`config.mk`:
```
export PLATFORM = sky130hd
export DESIGN_NAME = leaf_top
export DESIGN_NICKNAME = d
export VERILOG_FILES = /design/src/hdl/leaf_pkg.sv /design/src/hdl/stream_fifo.sv /design/src/hdl/leaf_config_apb.sv /design/src/hdl/packet_ingress.sv /design/src/hdl/user_kernel.sv /design/src/hdl/packet_egress.sv /design/src/hdl/leaf_top.sv
export SDC_FILE = /design/constraint.sdc
export NUM_CORES = 1
export LEC_CHECK = 0
export BUFFER_PORTS_ARGS = -buffer_cell sky130_fd_sc_hd__buf_2
export CORE_MARGIN = 2
export CORE_UTILIZATION = 50
export CTS_CLUSTER_SIZE = 25
export DETAILED_ROUTE_END_ITERATION = 8
export PLACE_DENSITY_LB_ADDON = 0.08
export SYNTH_ARGS = -nofsm -noshare
export SYNTH_HDL_FRONTEND = slang
export SYNTH_HIERARCHICAL = 1
export SYNTH_SLANG_ARGS = --single-unit
export TNS_END_PERCENT = 20
```
`constraint.sdc`:
```
create_clock -name clk -period 4.3 [get_ports clk]
set_input_delay 0.215 -clock clk [delete_from_list [all_inputs] [get_ports clk]]
set_output_delay 0.215 -clock clk [all_outputs]
set_load 0.03 [all_outputs]
```
`src/hdl/leaf_pkg.sv`:
```
`default_nettype none

package leaf_pkg;

    // ########################################################################
    // packet and field widths of the tree
    // ########################################################################

    localparam int LEAF_W    = 5;
    localparam int PORT_W    = 4;
    localparam int ADDR_W    = 7;
    localparam int PAYLOAD_W = 32;

    typedef struct packed {
        logic                 vld;       // set when a packet is present.
        logic [LEAF_W-1:0]    dest_leaf;
        logic [PORT_W-1:0]    dest_port; // ports count from 1.
        logic [ADDR_W-1:0]    addr;
        logic [PAYLOAD_W-1:0] payload;
    } bft_packet_t;

    typedef logic [PAYLOAD_W-1:0] word_t;

    typedef struct packed {
        logic [ADDR_W-1:0]    seq;       // word count modulo 128.
        logic [PAYLOAD_W-1:0] sum;       // running sum of the port.
    } out_entry_t;

    typedef struct packed {
        logic [LEAF_W-1:0] leaf;
        logic [PORT_W-1:0] port;
    } route_t;

    // ########################################################################
    // configuration registers
    // ########################################################################

    typedef logic [7:0]  apb_addr_t;
    typedef logic [31:0] apb_data_t;

    localparam apb_addr_t REG_CTRL       = 8'h00; // bit 0 is enable.
    localparam apb_addr_t REG_ROUTE_BASE = 8'h04; // one word per output port.
    localparam apb_addr_t REG_DROP_CNT   = 8'h10; // read only.

endpackage

`default_nettype wire

```
`src/hdl/stream_fifo.sv`:
```
`default_nettype none

module stream_fifo #(
    parameter type item_t = logic [31:0],
    parameter int  DEPTH  = 4
) (
    input  wire logic  clk,
    input  wire logic  rst_n,
    input  wire logic  wr_valid,
    output logic       wr_ready,
    input  wire item_t wr_data,
    output logic       rd_valid,
    input  wire logic  rd_ready,
    output item_t      rd_data
);

    localparam int PTR_W = (DEPTH > 1) ? $clog2(DEPTH) : 1;
    localparam int CNT_W = $clog2(DEPTH + 1);

    item_t            mem [DEPTH];
    logic [PTR_W-1:0] wr_ptr;
    logic [PTR_W-1:0] rd_ptr;
    logic [CNT_W-1:0] count;
    logic             wr_fire;
    logic             rd_fire;

    function automatic logic [PTR_W-1:0] next_ptr(input logic [PTR_W-1:0] ptr);
        return (ptr == PTR_W'(DEPTH - 1)) ? '0 : ptr + 1'b1;
    endfunction

    assign wr_ready = (count != CNT_W'(DEPTH));
    assign rd_valid = (count != '0);
    assign rd_data  = mem[rd_ptr]; // head is shown ahead of the read.
    assign wr_fire  = wr_valid && wr_ready;
    assign rd_fire  = rd_valid && rd_ready;

    always_ff @(posedge clk or negedge rst_n) begin
        if (!rst_n) begin
            wr_ptr <= '0;
            rd_ptr <= '0;
            count  <= '0;
        end else begin
            if (wr_fire) wr_ptr <= next_ptr(wr_ptr);
            if (rd_fire) rd_ptr <= next_ptr(rd_ptr);
            case ({wr_fire, rd_fire})
                2'b10:   count <= count + 1'b1;
                2'b01:   count <= count - 1'b1;
                default: count <= count;
            endcase
        end
    end

    always_ff @(posedge clk) begin
        if (wr_fire) mem[wr_ptr] <= wr_data;
    end

endmodule

`default_nettype wire

```
`src/hdl/leaf_config_apb.sv`:
```
`default_nettype none

module leaf_config_apb import leaf_pkg::*; #(
    parameter int NUM_PORTS = 3
) (
    input  wire logic                   clk,
    input  wire logic                   rst_n,
    input  wire logic                   psel,
    input  wire logic                   penable,
    input  wire logic                   pwrite,
    input  wire apb_addr_t              paddr,
    input  wire apb_data_t              pwdata,
    output apb_data_t                   prdata,
    output logic                        pready,
    output logic                        pslverr,
    input  wire logic [15:0]            drop_cnt,
    output logic                        enable,
    output route_t [NUM_PORTS-1:0]      routes
);

    logic                 access;
    logic                 hit_ctrl;
    logic                 hit_drop;
    logic [NUM_PORTS-1:0] hit_route;
    logic                 bad;
    logic                 wr_en;
    apb_data_t            rd_mux;

    always_comb begin
        hit_ctrl = (paddr == REG_CTRL);
        hit_drop = (paddr == REG_DROP_CNT);
        rd_mux   = '0;
        if (hit_ctrl) rd_mux = {31'b0, enable};
        for (int k = 0; k < NUM_PORTS; k++) begin
            hit_route[k] = (paddr == REG_ROUTE_BASE + apb_addr_t'(4 * k));
            if (hit_route[k]) rd_mux = {20'b0, routes[k].port, 3'b0, routes[k].leaf};
        end
        if (hit_drop) rd_mux = {16'b0, drop_cnt};
    end

    assign access  = psel && penable;
    assign bad     = !(hit_ctrl || hit_drop || (|hit_route)) || (pwrite && hit_drop);
    assign wr_en   = access && pwrite && !bad;
    assign pready  = access; // no wait states.
    assign pslverr = access && bad;
    assign prdata  = rd_mux;

    always_ff @(posedge clk or negedge rst_n) begin
        if (!rst_n) begin
            enable <= 1'b0;
            routes <= '0;
        end else if (wr_en) begin
            if (hit_ctrl) enable <= pwdata[0];
            for (int k = 0; k < NUM_PORTS; k++) begin
                if (hit_route[k]) begin
                    routes[k].leaf <= pwdata[4:0];
                    routes[k].port <= pwdata[11:8];
                end
            end
        end
    end

endmodule

`default_nettype wire

```
`src/hdl/packet_ingress.sv`:
```
`default_nettype none

module packet_ingress import leaf_pkg::*; #(
    parameter logic [LEAF_W-1:0] LEAF_ID    = 5'd3,
    parameter int                NUM_PORTS  = 3,
    parameter int                FIFO_DEPTH = 4
) (
    input  wire logic                 clk,
    input  wire logic                 rst_n,
    input  wire bft_packet_t          din,
    output logic [NUM_PORTS-1:0]      in_valid,
    input  wire logic [NUM_PORTS-1:0] in_ready,
    output word_t [NUM_PORTS-1:0]     in_word,
    output logic [15:0]               drop_cnt
);

    logic                 leaf_hit;
    logic [NUM_PORTS-1:0] wr_valid;
    logic [NUM_PORTS-1:0] wr_ready;
    logic                 accepted;
    logic                 drop;

    assign leaf_hit = din.vld && (din.dest_leaf == LEAF_ID);

    // ########################################################################
    // one input FIFO per port, steered by dest_port
    // ########################################################################

    for (genvar i = 0; i < NUM_PORTS; i++) begin : g_port
        assign wr_valid[i] = leaf_hit && (din.dest_port == PORT_W'(i + 1));

        stream_fifo #(
            .item_t (word_t),
            .DEPTH  (FIFO_DEPTH)
        ) u_fifo (
            .clk      (clk),
            .rst_n    (rst_n),
            .wr_valid (wr_valid[i]),
            .wr_ready (wr_ready[i]),
            .wr_data  (din.payload),
            .rd_valid (in_valid[i]),
            .rd_ready (in_ready[i]),
            .rd_data  (in_word[i])
        );
    end

    // port 0, ports above NUM_PORTS and full FIFOs all end up here.
    assign accepted = |(wr_valid & wr_ready);
    assign drop     = din.vld && !accepted;

    always_ff @(posedge clk or negedge rst_n) begin
        if (!rst_n) begin
            drop_cnt <= '0;
        end else if (drop && (drop_cnt != 16'hffff)) begin
            drop_cnt <= drop_cnt + 1'b1; // saturates.
        end
    end

endmodule

`default_nettype wire

```
`src/hdl/user_kernel.sv`:
```
`default_nettype none

module user_kernel import leaf_pkg::*; #(
    parameter int NUM_PORTS = 3
) (
    input  wire logic                  clk,
    input  wire logic                  rst_n,
    input  wire logic                  enable,
    input  wire logic [NUM_PORTS-1:0]  in_valid,
    output logic [NUM_PORTS-1:0]       in_ready,
    input  wire word_t [NUM_PORTS-1:0] in_word,
    output logic [NUM_PORTS-1:0]       out_valid,
    input  wire logic [NUM_PORTS-1:0]  out_ready,
    output out_entry_t [NUM_PORTS-1:0] out_entry
);

    for (genvar i = 0; i < NUM_PORTS; i++) begin : g_port
        word_t             sum_q;
        logic [ADDR_W-1:0] cnt_q;
        logic              valid_q;
        out_entry_t        entry_q;
        logic              accept;
        word_t             next_sum;

        // the output register takes a word when empty or being emptied.
        assign in_ready[i] = enable && (!valid_q || out_ready[i]);
        assign accept      = in_valid[i] && in_ready[i];
        assign next_sum    = sum_q + in_word[i];

        always_ff @(posedge clk or negedge rst_n) begin
            if (!rst_n) begin
                sum_q   <= '0;
                cnt_q   <= '0;
                valid_q <= 1'b0;
            end else if (accept) begin
                sum_q   <= next_sum;
                cnt_q   <= cnt_q + 1'b1; // wraps at 128.
                valid_q <= 1'b1;
            end else if (out_ready[i]) begin
                valid_q <= 1'b0;
            end
        end

        always_ff @(posedge clk) begin
            if (accept) begin
                entry_q.seq <= cnt_q;
                entry_q.sum <= next_sum;
            end
        end

        assign out_valid[i] = valid_q;
        assign out_entry[i] = entry_q;
    end

endmodule

`default_nettype wire

```
`src/hdl/packet_egress.sv`:
```
`default_nettype none

module packet_egress import leaf_pkg::*; #(
    parameter int NUM_PORTS  = 3,
    parameter int FIFO_DEPTH = 4
) (
    input  wire logic                       clk,
    input  wire logic                       rst_n,
    input  wire logic [NUM_PORTS-1:0]       out_valid,
    output logic [NUM_PORTS-1:0]            out_ready,
    input  wire out_entry_t [NUM_PORTS-1:0] out_entry,
    input  wire route_t [NUM_PORTS-1:0]     routes,
    input  wire logic                       resend,
    output bft_packet_t                     dout
);

    localparam int IDX_W = (NUM_PORTS > 1) ? $clog2(NUM_PORTS) : 1;

    logic [NUM_PORTS-1:0]       head_valid;
    logic [NUM_PORTS-1:0]       head_ready;
    out_entry_t [NUM_PORTS-1:0] head;
    logic [IDX_W-1:0]           sel;
    logic [IDX_W-1:0]           last_q;
    logic                       found;
    logic                       load;
    bft_packet_t                pkt_q;

    for (genvar i = 0; i < NUM_PORTS; i++) begin : g_port
        assign head_ready[i] = load && (sel == IDX_W'(i));

        stream_fifo #(
            .item_t (out_entry_t),
            .DEPTH  (FIFO_DEPTH)
        ) u_fifo (
            .clk      (clk),
            .rst_n    (rst_n),
            .wr_valid (out_valid[i]),
            .wr_ready (out_ready[i]),
            .wr_data  (out_entry[i]),
            .rd_valid (head_valid[i]),
            .rd_ready (head_ready[i]),
            .rd_data  (head[i])
        );
    end

    // ########################################################################
    // round robin, starting after the last port granted
    // ########################################################################

    always_comb begin
        int idx;
        sel   = last_q;
        found = 1'b0;
        for (int off = 1; off <= NUM_PORTS; off++) begin
            idx = (int'(last_q) + off) % NUM_PORTS;
            if (!found && head_valid[idx]) begin
                found = 1'b1;
                sel   = IDX_W'(idx);
            end
        end
    end

    // the packet register is refilled when empty or taken by the tree.
    assign load = found && (!pkt_q.vld || !resend);

    always_ff @(posedge clk or negedge rst_n) begin
        if (!rst_n) begin
            pkt_q  <= '0;
            last_q <= IDX_W'(NUM_PORTS - 1); // port 0 wins first.
        end else if (load) begin
            pkt_q.vld       <= 1'b1;
            pkt_q.dest_leaf <= routes[sel].leaf;
            pkt_q.dest_port <= routes[sel].port;
            pkt_q.addr      <= head[sel].seq;
            pkt_q.payload   <= head[sel].sum;
            last_q          <= sel;
        end else if (pkt_q.vld && !resend) begin
            pkt_q.vld <= 1'b0;
        end
    end

    assign dout = resend ? '0 : pkt_q; // held packet is hidden during resend.

endmodule

`default_nettype wire

```
`src/hdl/leaf_top.sv`:
```
`default_nettype none

module leaf_top import leaf_pkg::*; #(
    parameter logic [LEAF_W-1:0] LEAF_ID    = 5'd3,
    parameter int                NUM_PORTS  = 3,
    parameter int                FIFO_DEPTH = 4
) (
    input  wire logic        clk,
    input  wire logic        rst_n,
    input  wire bft_packet_t din,
    output bft_packet_t      dout,
    input  wire logic        resend,
    input  wire logic        psel,
    input  wire logic        penable,
    input  wire logic        pwrite,
    input  wire apb_addr_t   paddr,
    input  wire apb_data_t   pwdata,
    output apb_data_t        prdata,
    output logic             pready,
    output logic             pslverr
);

    logic [NUM_PORTS-1:0]       in_valid;
    logic [NUM_PORTS-1:0]       in_ready;
    word_t [NUM_PORTS-1:0]      in_word;
    logic [NUM_PORTS-1:0]       out_valid;
    logic [NUM_PORTS-1:0]       out_ready;
    out_entry_t [NUM_PORTS-1:0] out_entry;
    route_t [NUM_PORTS-1:0]     routes;
    logic                       enable;
    logic [15:0]                drop_cnt;

    leaf_config_apb #(.NUM_PORTS(NUM_PORTS)) u_config (
        .clk(clk), .rst_n(rst_n),
        .psel(psel), .penable(penable), .pwrite(pwrite), .paddr(paddr), .pwdata(pwdata),
        .prdata(prdata), .pready(pready), .pslverr(pslverr),
        .drop_cnt(drop_cnt), .enable(enable), .routes(routes)
    );

    packet_ingress #(
        .LEAF_ID    (LEAF_ID),
        .NUM_PORTS  (NUM_PORTS),
        .FIFO_DEPTH (FIFO_DEPTH)
    ) u_ingress (
        .clk(clk), .rst_n(rst_n), .din(din),
        .in_valid(in_valid), .in_ready(in_ready), .in_word(in_word),
        .drop_cnt(drop_cnt)
    );

    user_kernel #(.NUM_PORTS(NUM_PORTS)) u_kernel (
        .clk(clk), .rst_n(rst_n), .enable(enable),
        .in_valid(in_valid), .in_ready(in_ready), .in_word(in_word),
        .out_valid(out_valid), .out_ready(out_ready), .out_entry(out_entry)
    );

    packet_egress #(
        .NUM_PORTS  (NUM_PORTS),
        .FIFO_DEPTH (FIFO_DEPTH)
    ) u_egress (
        .clk(clk), .rst_n(rst_n),
        .out_valid(out_valid), .out_ready(out_ready), .out_entry(out_entry),
        .routes(routes), .resend(resend), .dout(dout)
    );

endmodule

`default_nettype wire

```
# ---- After elaboration in Yosys (flattened, before gate mapping)
# Memory sizes are Yosys's and may differ from the RTL's.
# Index checks and enable logic that the tools add are counted.
# W data, S select, Z words.
dict set report totals {
  register_bits 374
  ramBits 852
  input_bits 95
  out_inout_bits 83
  memories 6
}
dict set report op_classes {
  n_addsub 34
  div_mod_pow 3
  n_lt_le_gt_ge 4
  n_eq_ne 41
  n_mux 63
  bitwise 1
  reduce_logical 74
}
# name depth word_bits read_ports rd_clocked_by_memory_dff write_ports line_no
set memory_table {}
lappend memory_table {{u_egress.g_port[0].u_fifo.mem} 4 39 1 0 1 stream_fifo.sv:20} ;# item_t mem [DEPTH];
lappend memory_table {{u_egress.g_port[1].u_fifo.mem} 4 39 1 0 1 stream_fifo.sv:20}
lappend memory_table {{u_egress.g_port[2].u_fifo.mem} 4 39 1 0 1 stream_fifo.sv:20}
lappend memory_table {{u_ingress.g_port[0].u_fifo.mem} 4 32 1 0 1 stream_fifo.sv:20}
lappend memory_table {{u_ingress.g_port[1].u_fifo.mem} 4 32 1 0 1 stream_fifo.sv:20}
lappend memory_table {{u_ingress.g_port[2].u_fifo.mem} 4 32 1 0 1 stream_fifo.sv:20}
# operator count
set ops {}
lappend ops {{$mux W32} 4}
lappend ops {{$add A32 B32 Y32} 3}
lappend ops {{$lt A32 B4 Y1 const B} 3}
lappend ops {{$mod A32 B3 Y32 const B} 3}
lappend ops {{$bmux W39 S2} 1}
lappend ops {{$mux W49} 1}
lappend ops {{$mux W39} 1}
lappend ops {{$eq A2 B2 Y1 const B} 19}
lappend ops {{$pmux W3 S2} 6}
lappend ops {{$logic_and A1 B1 Y1} 33}
lappend ops {{$mux W1} 30}
lappend ops {{$mux W2} 15}
lappend ops {{$add A2 B1 Y2 const B} 12}
lappend ops {{$add A7 B1 Y7 const B} 3}
lappend ops {{$reduce_bool A2 Y1} 10}
lappend ops {{$add A3 B1 Y3 const B} 6}
lappend ops {{$bmux W9 S2} 1}
lappend ops {{$ne A3 B3 Y1 const B} 6}
lappend ops {{$reduce_bool A3 Y1} 6}
lappend ops {{$sub A3 B1 Y3 const B} 6}
lappend ops {{$add A16 B1 Y16 const B} 1}
lappend ops {{$eq A8 B4 Y1 const B} 2}
lappend ops {{$ne A16 B16 Y1 const B} 1}
lappend ops {{$eq A2 B1 Y1 const B} 7}
lappend ops {{17 further kinds} 40}

# ---- Depth between registers and ports, before layout
# Gate-level depths: netlist of run 1.
dict set report logic_depth {
  ltp_word 17
  ltp_mapped 19
  ltp_nobuf 16
}

# ---- Hierarchy
# The synthesis of run 1 kept the hierarchy.
# module n_inst cells_per_inst area_per_inst_um2 seq_area_each_um2
set by_module_without_submodules {}
lappend by_module_without_submodules {{stream_fifo at u_egress.g_port[0].u_fifo ...} 3 244 6069.6 4859.7}
lappend by_module_without_submodules {{stream_fifo at u_ingress.g_port[0].u_fifo ...} 3 208 5067.4 4018.9}
lappend by_module_without_submodules {user_kernel 1 1186 12722.2 6516.2}
lappend by_module_without_submodules {packet_egress 1 369 3666.0 1277.5}
lappend by_module_without_submodules {leaf_config_apb 1 148 1656.6 700.7}
lappend by_module_without_submodules {packet_ingress 1 77 837.1 400.4}

# ---- Least setup slack after synthesis of run 1
# OpenSTA, ideal clock, no wires.
dict set report synth_timing {
  path_type {reg2reg}
  startpoint {reg u_ingress.g_port[0].u_fifo.rd_ptr[0]}
  endpoint {reg u_kernel.g_port[0].sum_q[28]}
  arrival_ns 3.834
  path_slack_ns 0.341
  stages_incl_launch_ff 16
  path_buffers 2
  period_less_slack_ns 3.959
  cell_sequence {dfrtp_1 -> buf_4 -> buf_4 -> mux4_2 -> ha_1 -> fa_1 -> a21oi_2 -> nor3_1 -> a2111oi_2 -> a21oi_2 -> a21oi_4 -> o22ai_2 -> a221o_1 -> a21oi_1 -> xnor2_1 -> mux2_2}
}
# item line_no
set synth_lines {}
lappend synth_lines {{start: declaration} stream_fifo.sv:22} ;# logic [PTR_W-1:0] rd_ptr;
lappend synth_lines {{start signal: assignment} stream_fifo.sv:44} ;# if (rd_fire) rd_ptr <= next_ptr(rd_ptr);
lappend synth_lines {{end signal: assignment} user_kernel.sv:36} ;# sum_q <= next_sum;
lappend synth_lines {{end: declaration} user_kernel.sv:18} ;# word_t sum_q;

==> impl_metrics.toml, run 1 <==
[clock_tree]
path_clk_slew_ns = 0.06
numClockSinks = 1226
cts_root_buffer = "clkbuf_16"
htreeDepth = 4
cts_tree = "done"
cts_buffer_depth = 3
clk_latency_ns = 0.74
numCtsBuffers = 133

[yosys]
synth_edf_count = 969
synth_ff_type = "edfxtp_1"
synthArstFlopShare_pct = 21.0
yosysWarnings = 6
synthTopCellsByArea = "edfxtp_1, dfrtp_1, mux4_2"
netlist_area_um2 = 52300
synthDistinctLibCells = 98
yosysTopAreaCellShare_pct = 55.6
avgSynthCellArea_um2 = 16.7
yosysTopAreaCell = "edfxtp_1"
synth-seq-cells = 1226
yosysSeqAreaShare_pct = 67.9
syn_inst = 3136

[final_layout]
layout_commonest_cell = "edfxtp_1"
final_nets = 3648
layout_common_cells = "edfxtp_1, nand2_1, dfrtp_1"
post-route-util_pct = 57.7
area_growth_pct = 14.3
final_cells = 4900
fin_area_um2 = 59800
layout-drive-gt1-share_pct = 24.4

[power]
vdd_drop_max_uv = 669
finalPower_mw = 32.5
p_per_area_nw_per_um2 = 544
cellLeakagePower_nw = 22.5

[worst_setup_path]
endpoint_kind = "flip-flop"
r2r_slack_ns = 0.17
critical_path_required_ns = 4.92
worstSetupPathType = "reg2reg"
cpPeakStageDelay_ns = 0.45
critical_path.top_delay_family = "compound AO/OA/AOI/OAI gates"
path_max_fanout = 21
cp_cell_sequence = "buf_4 > buf_4 > mux4_2 > ha_1 > a21o_1 > a31o_2 > a21oi_1 > o311a_1 > o31ai_1 > a41oi_1 > nor2_1 > a311oi_2 > nor2_1 > xor2_1"
cp-start-kind = "flip-flop"
cp_num_buf_inv = 2
arrival_ns = 4.75
critPathSlowestCell = "a41oi_1"

[die]
fp.dieH_um = 327
ios = 178
die_w_um = 327
die_area_um2 = 107000
placement_rows = 118
core_area_um2 = 104000
start_util_pct = 50.5

[run]
maxCapViolations = 0

[placement]
dp_hpwl_um = 83100
placed_cells = 4606
placed_area_um2 = 54700
gp_congestion = 0.875
io_buffers = 131

[timing]
drv_slew = 0
maxSlewHeadroom_pct = 20.3
worst_pin_slew_ns = 1.20
fin_crit_sh_pct = 96.0
setup_viol = 0
hold_violations = 0
grt_setup_unrepaired = "true"
layout_min_cycle_time_ns = 4.13
max_freq_mhz = 242
fin_skew_ns = 0.0296

[global_route]
grt_pass1_vias = 28400
grt-ovfl-total = 0
grt_pass1_wl_um = 183000
antenna_found_initial = 4
track_usage_pct = 23.2
grt_start_max_net_pins = 98

[status]
status = "complete, no violations"

[route]
drcViolationCount = 0
ant_nets = 0
num_vias = 28100
routed_wl_um = 123000
drtPass1Iterations = 5
routedWlPerCell_um = 25.2
vias_per_cell = 5.73
drt_iter0_markers = 2384

[hold_path]
hold_path_class = "in2reg"
[per-layer routing]
metal,track usage [%],wire length (um)
met3,3.26,5870
met1,33.4,55500
met2,37.4,59200
met4,6.42,2840
met5,0,11
[synth_stat cells (6+ instances only)]
cell      count
inv_1       112
a21o_1       43
clkbuf_1     36
and3_2       25
and3_1       18
nand2_1     322
nor3_1       18
edfxtp_1    969
buf_1        17
o221ai_2     48
o31ai_1       6
nand2b_1     16
nor2_1       97
fa_1          9
xor2_1       53
a31oi_1       7
o21ai_1       8
dfrtp_1     256
and2_4        7
mux2_4       13
o211ai_1      7
a41oi_1      12
o21a_1       10
nor2b_1      61
o21ai_0      28
o21bai_1     10
mux2_2       60
ha_1        137
xnor2_1      87
or3b_4        6
mux4_2      214
mux2i_1      59
or2_2         7
nand4_1      26
a21oi_1      82
buf_6         8
nand3_1      49
and2_1       14
or3_2         6
buf_2        28
a211oi_1      6
buf_4        42
[worst paths after layout]
path                                                             startpoint                                                to  cells past startpoint
setup / recovery           u_ingress/g_port[1].u_fifo/rd_ptr[1]$_DFFE_PN0P_          u_kernel/g_port[1].sum_q[31]$_DFFE_PN0P_                     14
hold / removal                                                       resend                    u_egress/pkt_q[48]$_DFFE_PN0P_                      3
setup reg to reg           u_ingress/g_port[1].u_fifo/rd_ptr[1]$_DFFE_PN0P_          u_kernel/g_port[1].sum_q[31]$_DFFE_PN0P_                     14
hold reg to reg                    u_kernel/g_port[2].sum_q[25]$_DFFE_PN0P_          u_kernel/g_port[2].sum_q[25]$_DFFE_PN0P_                      2
max in group asynchronous                                             rst_n  u_ingress/g_port[0].u_fifo/rd_ptr[0]$_DFFE_PN0P_                      3
min in group asynchronous                                             rst_n           u_kernel/g_port[2].cnt_q[2]$_DFFE_PN0P_                      2
[layout make-up]
class,count,area (um2)
Fill cell,7936,43900
Sequential cell,1226,35500
Multi-Input combinational cell,1680,15700
Clock buffer,175,3600
Timing Repair Buffer,253,1810
Tap cell,1380,1730
Clock inverter,72,928
Inverter,113,424
Antenna cell,1,2.50
[power by group]
group	switching, mW	leakage [nW]	total (mW)	internal [mW]
combinational	3.82	8.23	6.83	3.01
sequential	0.827	12.0	14.0	13.2
clock	4.70	2.21	11.7	6.99
[timing repair]
action | CTS | global route
gates resized for setup | 0 | 8
endpoints found under the hold margin | 490 | 0
endpoints found under the setup margin | 0 | 16
buffers inserted | 0 | 2
hold buffers | 43 | 0
[state kept, by name, summed over array words and instances, names as in the netlist]
signal and count:
u_ingress/g_port.u_fifo/wr_ptr 6, u_ingress/drop_cnt 16, u_config/routes 27, u_ingress/g_port.u_fifo/rd_ptr 6, u_egress/last_q 2, u_egress/g_port.u_fifo/mem 468
u_egress/g_port.u_fifo/wr_ptr 6, u_config/enable 1, u_egress/pkt_q 49, u_ingress/g_port.u_fifo/count 9, u_kernel/g_port.sum_q 96, u_kernel/out_entry 117
u_ingress/g_port.u_fifo/mem 384, u_egress/g_port.u_fifo/count 9, u_kernel/g_port.valid_q 3, u_kernel/g_port.cnt_q 21, u_egress/g_port.u_fifo/rd_ptr 6
[worst reg2reg max path: cells and delay by family (launching register included)]
| family | cells | cell delay, ns |
|---|---|---|
| compound gates | 7 | 1.78 |
| buf+inv | 2 | 0.64 |
| mux | 1 | 0.42 |
| fa+ha+maj | 1 | 0.40 |
| flops | 1 | 0.38 |
| simple gates | 2 | 0.23 |
| xor+xnor | 1 | 0.16 |
[kinds of logic after synthesis]
kind of cell	share of synthesized area, %
DFF	67.9
and+or+nand+nor	6.72
muxes	12.0
AOI/OAI and AO/OA	5.10
buffers and inverters	2.25
adders and majority gates	3.62
xor gates and xnor gates	2.34
other	0.00717
[stage by stage]
stage / setup WS [ns] / TNS, ns / hold WS, ns
6_report: 0.170 / 0 / 0.0545
3_3_place_gp: 0.103 / 0 / 0.294
5_1_grt: -0.00276 / -0.00276 / 0.0221
3_5_place_dp: 0.0691 / 0 / 0.296
2_1_floorplan: 0.341 / 0 / -0.0806
4_1_cts: 0.0544 / 0 / 0.00784
Power figures use the tool's default switching activity.
==> run 2: changes to the inputs <==
Settings changed: CORE_UTILIZATION 50 to 49.
Clock period 4.3 ns to 5 ns, I/O delays scaled along.
==> impl_metrics.toml, run 2 (synthesis gave the netlist of run 1 again) <==
[die]
die_area_um2 = 109000
die_w_um = 331
ios = 178
core_area_um2 = 106000
start_util_pct = 49.5
placement_rows = 119
fp.dieH_um = 331

[power]
vdd_drop_max_uv = 564
internal-power_mw = 19.6
swShare_pct = 29.0
finalPower_mw = 27.6
p_sw_mw = 8.00
clkPwrFrac_pct = 35.2
cellLeakagePower_nw = 22.1
combPwrFrac_pct = 22.2
p_per_area_nw_per_um2 = 466
seqPwrFrac_pct = 42.6

[worst_setup_path]
arrival_ns = 4.95
cp-start-kind = "flip-flop"
critPathSlowestCell = "dfrtp_1"
critical_path_required_ns = 5.62
cpMostUsedCell = "a21o_1"
cp_cell_sequence = "buf_4 > mux4_2 > ha_1 > a21o_1 > a21o_1 > a221oi_2 > a31oi_1 > a31oi_2 > o21ai_2 > o21a_1 > nor2_1 > xnor2_1 > mux2_2"
worstSetupPathType = "reg2reg"
cpPeakStageDelay_ns = 0.56
endpoint_kind = "flip-flop"
path_max_fanout = 27

[placement]
io_buffers = 131
dp_hpwl_um = 80500
gp_congestion = 0.876

[final_layout]
layout-drive-gt1-share_pct = 23.3
layout_common_cells = "edfxtp_1, nand2_1, dfrtp_1"
post-route-util_pct = 56.1
area_growth_pct = 13.2
layout_commonest_cell = "edfxtp_1"
final_nets = 3611
regMostFlops = "u_egress/g_port.u_fifo/mem"
largest_register_ffs = 468

[clock_tree]
clk_latency_ns = 0.74
numCtsBuffers = 133
path_clk_slew_ns = 0.06
cts_setup_buffers = 0
cts_root_buffer = "clkbuf_16"
htreeDepth = 4
cts_tree = "done"
cts_buffer_depth = 3
numClockSinks = 1226

[timing]
drv_slew = 0
fin_crit_sh_pct = 86.6
setup_viol = 0
max_freq_mhz = 231
grt_setup_unrepaired = "false"
hold_violations = 0
fin_skew_ns = 0.0217
maxSlewHeadroom_pct = 24.6
layout_min_cycle_time_ns = 4.33
worst_pin_slew_ns = 1.13
holdWs_ns = 0.0678
tns_ns = 0

[global_route]
grt_use_met2_pct = 36.3
grt_pass1_vias = 28100
use_met3_pct = 3.51
grt-ovfl-total = 0
grt_use_met1_pct = 31.7
grt_pass1_wl_um = 179000
grt_start_max_net_pins = 126
grt_busiest_layer = "met2"
track_usage_pct = 22.5
antenna_found_initial = 3

[route]
drtPass1Iterations = 6
routedWlPerCell_um = 24.9
vias_per_cell = 5.70
routed_wl_um = 121000
num_vias = 27700
ant_nets = 0
drcViolationCount = 0
drt_iter0_markers = 2173

[run]
maxCapViolations = 0

[hold_path]
hold_path_class = "in2async"

[status]
status = "complete, no violations"
[run 2: cell count changes in the layout (fill, tap and decap cells not counted), sizes merged, moves of 2 or more]
cell / previous run / this run
buf: 209 / 173
clkinvlp: 2 / 6
inv: 119 / 123
diode: 1 / 3
bufinv: 17 / 11
clkinv: 47 / 36
[run 2: cell type report]
cell class              count  area [um2]
well taps                1391        1740
multi-input cells        1680       15700
inverters                 113         424
repair buffers            216        1450
flip-flops and latches   1226       35500
diodes                      3        7.51
clock inverters            63         676
clock buffers             177        3650
fillers                  8081       46400
[run 2: timing repair]
| action | 4_1_cts | 5_1_grt |
|---|---|---|
| endpoints found under the hold margin | 481 | 0 |
| gates resized for setup | 0 | 0 |
| setup endpoints to repair | 0 | 0 |
| hold buffers | 43 | 0 |
[run 2: power groups by stage]
stage | Combinational (mW) | Sequential [mW] | Clock (mW)
after global routing | 6.56 | 11.8 | 10.3
final | 6.14 | 11.8 | 9.70
after floorplan | 4.58 | 11.7 | 0
after global placement | 6.10 | 11.9 | 0
after CTS | 6.27 | 11.8 | 9.93
after detailed placement | 6.22 | 12.0 | 0
[run 2: worst paths after layout]
path                                                                  start                                               end  slack, ns  cells past startpoint
hold reg to reg                     u_kernel/g_port[0].cnt_q[6]$_DFFE_PN0P_           u_kernel/g_port[0].cnt_q[6]$_DFFE_PN0P_       0.48                      1
setup / recovery           u_ingress/g_port[0].u_fifo/rd_ptr[1]$_DFFE_PN0P_          u_kernel/g_port[0].sum_q[25]$_DFFE_PN0P_       0.67                     13
min in group clk                                                    penable                       u_config/enable$_DFFE_PN0P_       0.09                      4
hold / removal                                                        rst_n   u_egress/g_port[2].u_fifo/rd_ptr[0]$_DFFE_PN0P_       0.07                      2
setup reg to reg           u_ingress/g_port[0].u_fifo/rd_ptr[1]$_DFFE_PN0P_          u_kernel/g_port[0].sum_q[25]$_DFFE_PN0P_       0.67                     13
max in group asynchronous                                             rst_n  u_ingress/g_port[1].u_fifo/rd_ptr[0]$_DFFE_PN0P_       3.66                      3
[run 2: through the flow]
stage | setup slack, ns | instances | instance area [um2]
2_1_floorplan | 1.04 | 3151 | 52300
3_3_place_gp | 0.691 | 4583 | 54400
3_5_place_dp | 0.709 | 4583 | 54400
4_1_cts | 0.672 | 4866 | 59200
5_1_grt | 0.435 | 4868 | 59200
6_report | 0.671 | 4869 | 59200
[run 2: routing by layer]
metal | wire (um) | vias up
li1 | - | 12500
met3 | 5520 | 156
met1 | 53900 | 14300
met5 | 13 | -
met2 | 58400 | 750
met4 | 3340 | 2
[run 2: worst max-delay path, delay by kind of cell (launching register included)]
| kind | cells | cell delay [ns] |
|---|---|---|
| DFF | 1 | 0.56 |
| adders and majority gates | 1 | 0.39 |
| muxes | 2 | 0.70 |
| buffers and inverters | 1 | 0.45 |
| xor gates and xnor gates | 1 | 0.11 |
| and+or+nand+nor | 1 | 0.13 |
| AOI/OAI and AO/OA | 7 | 1.85 |
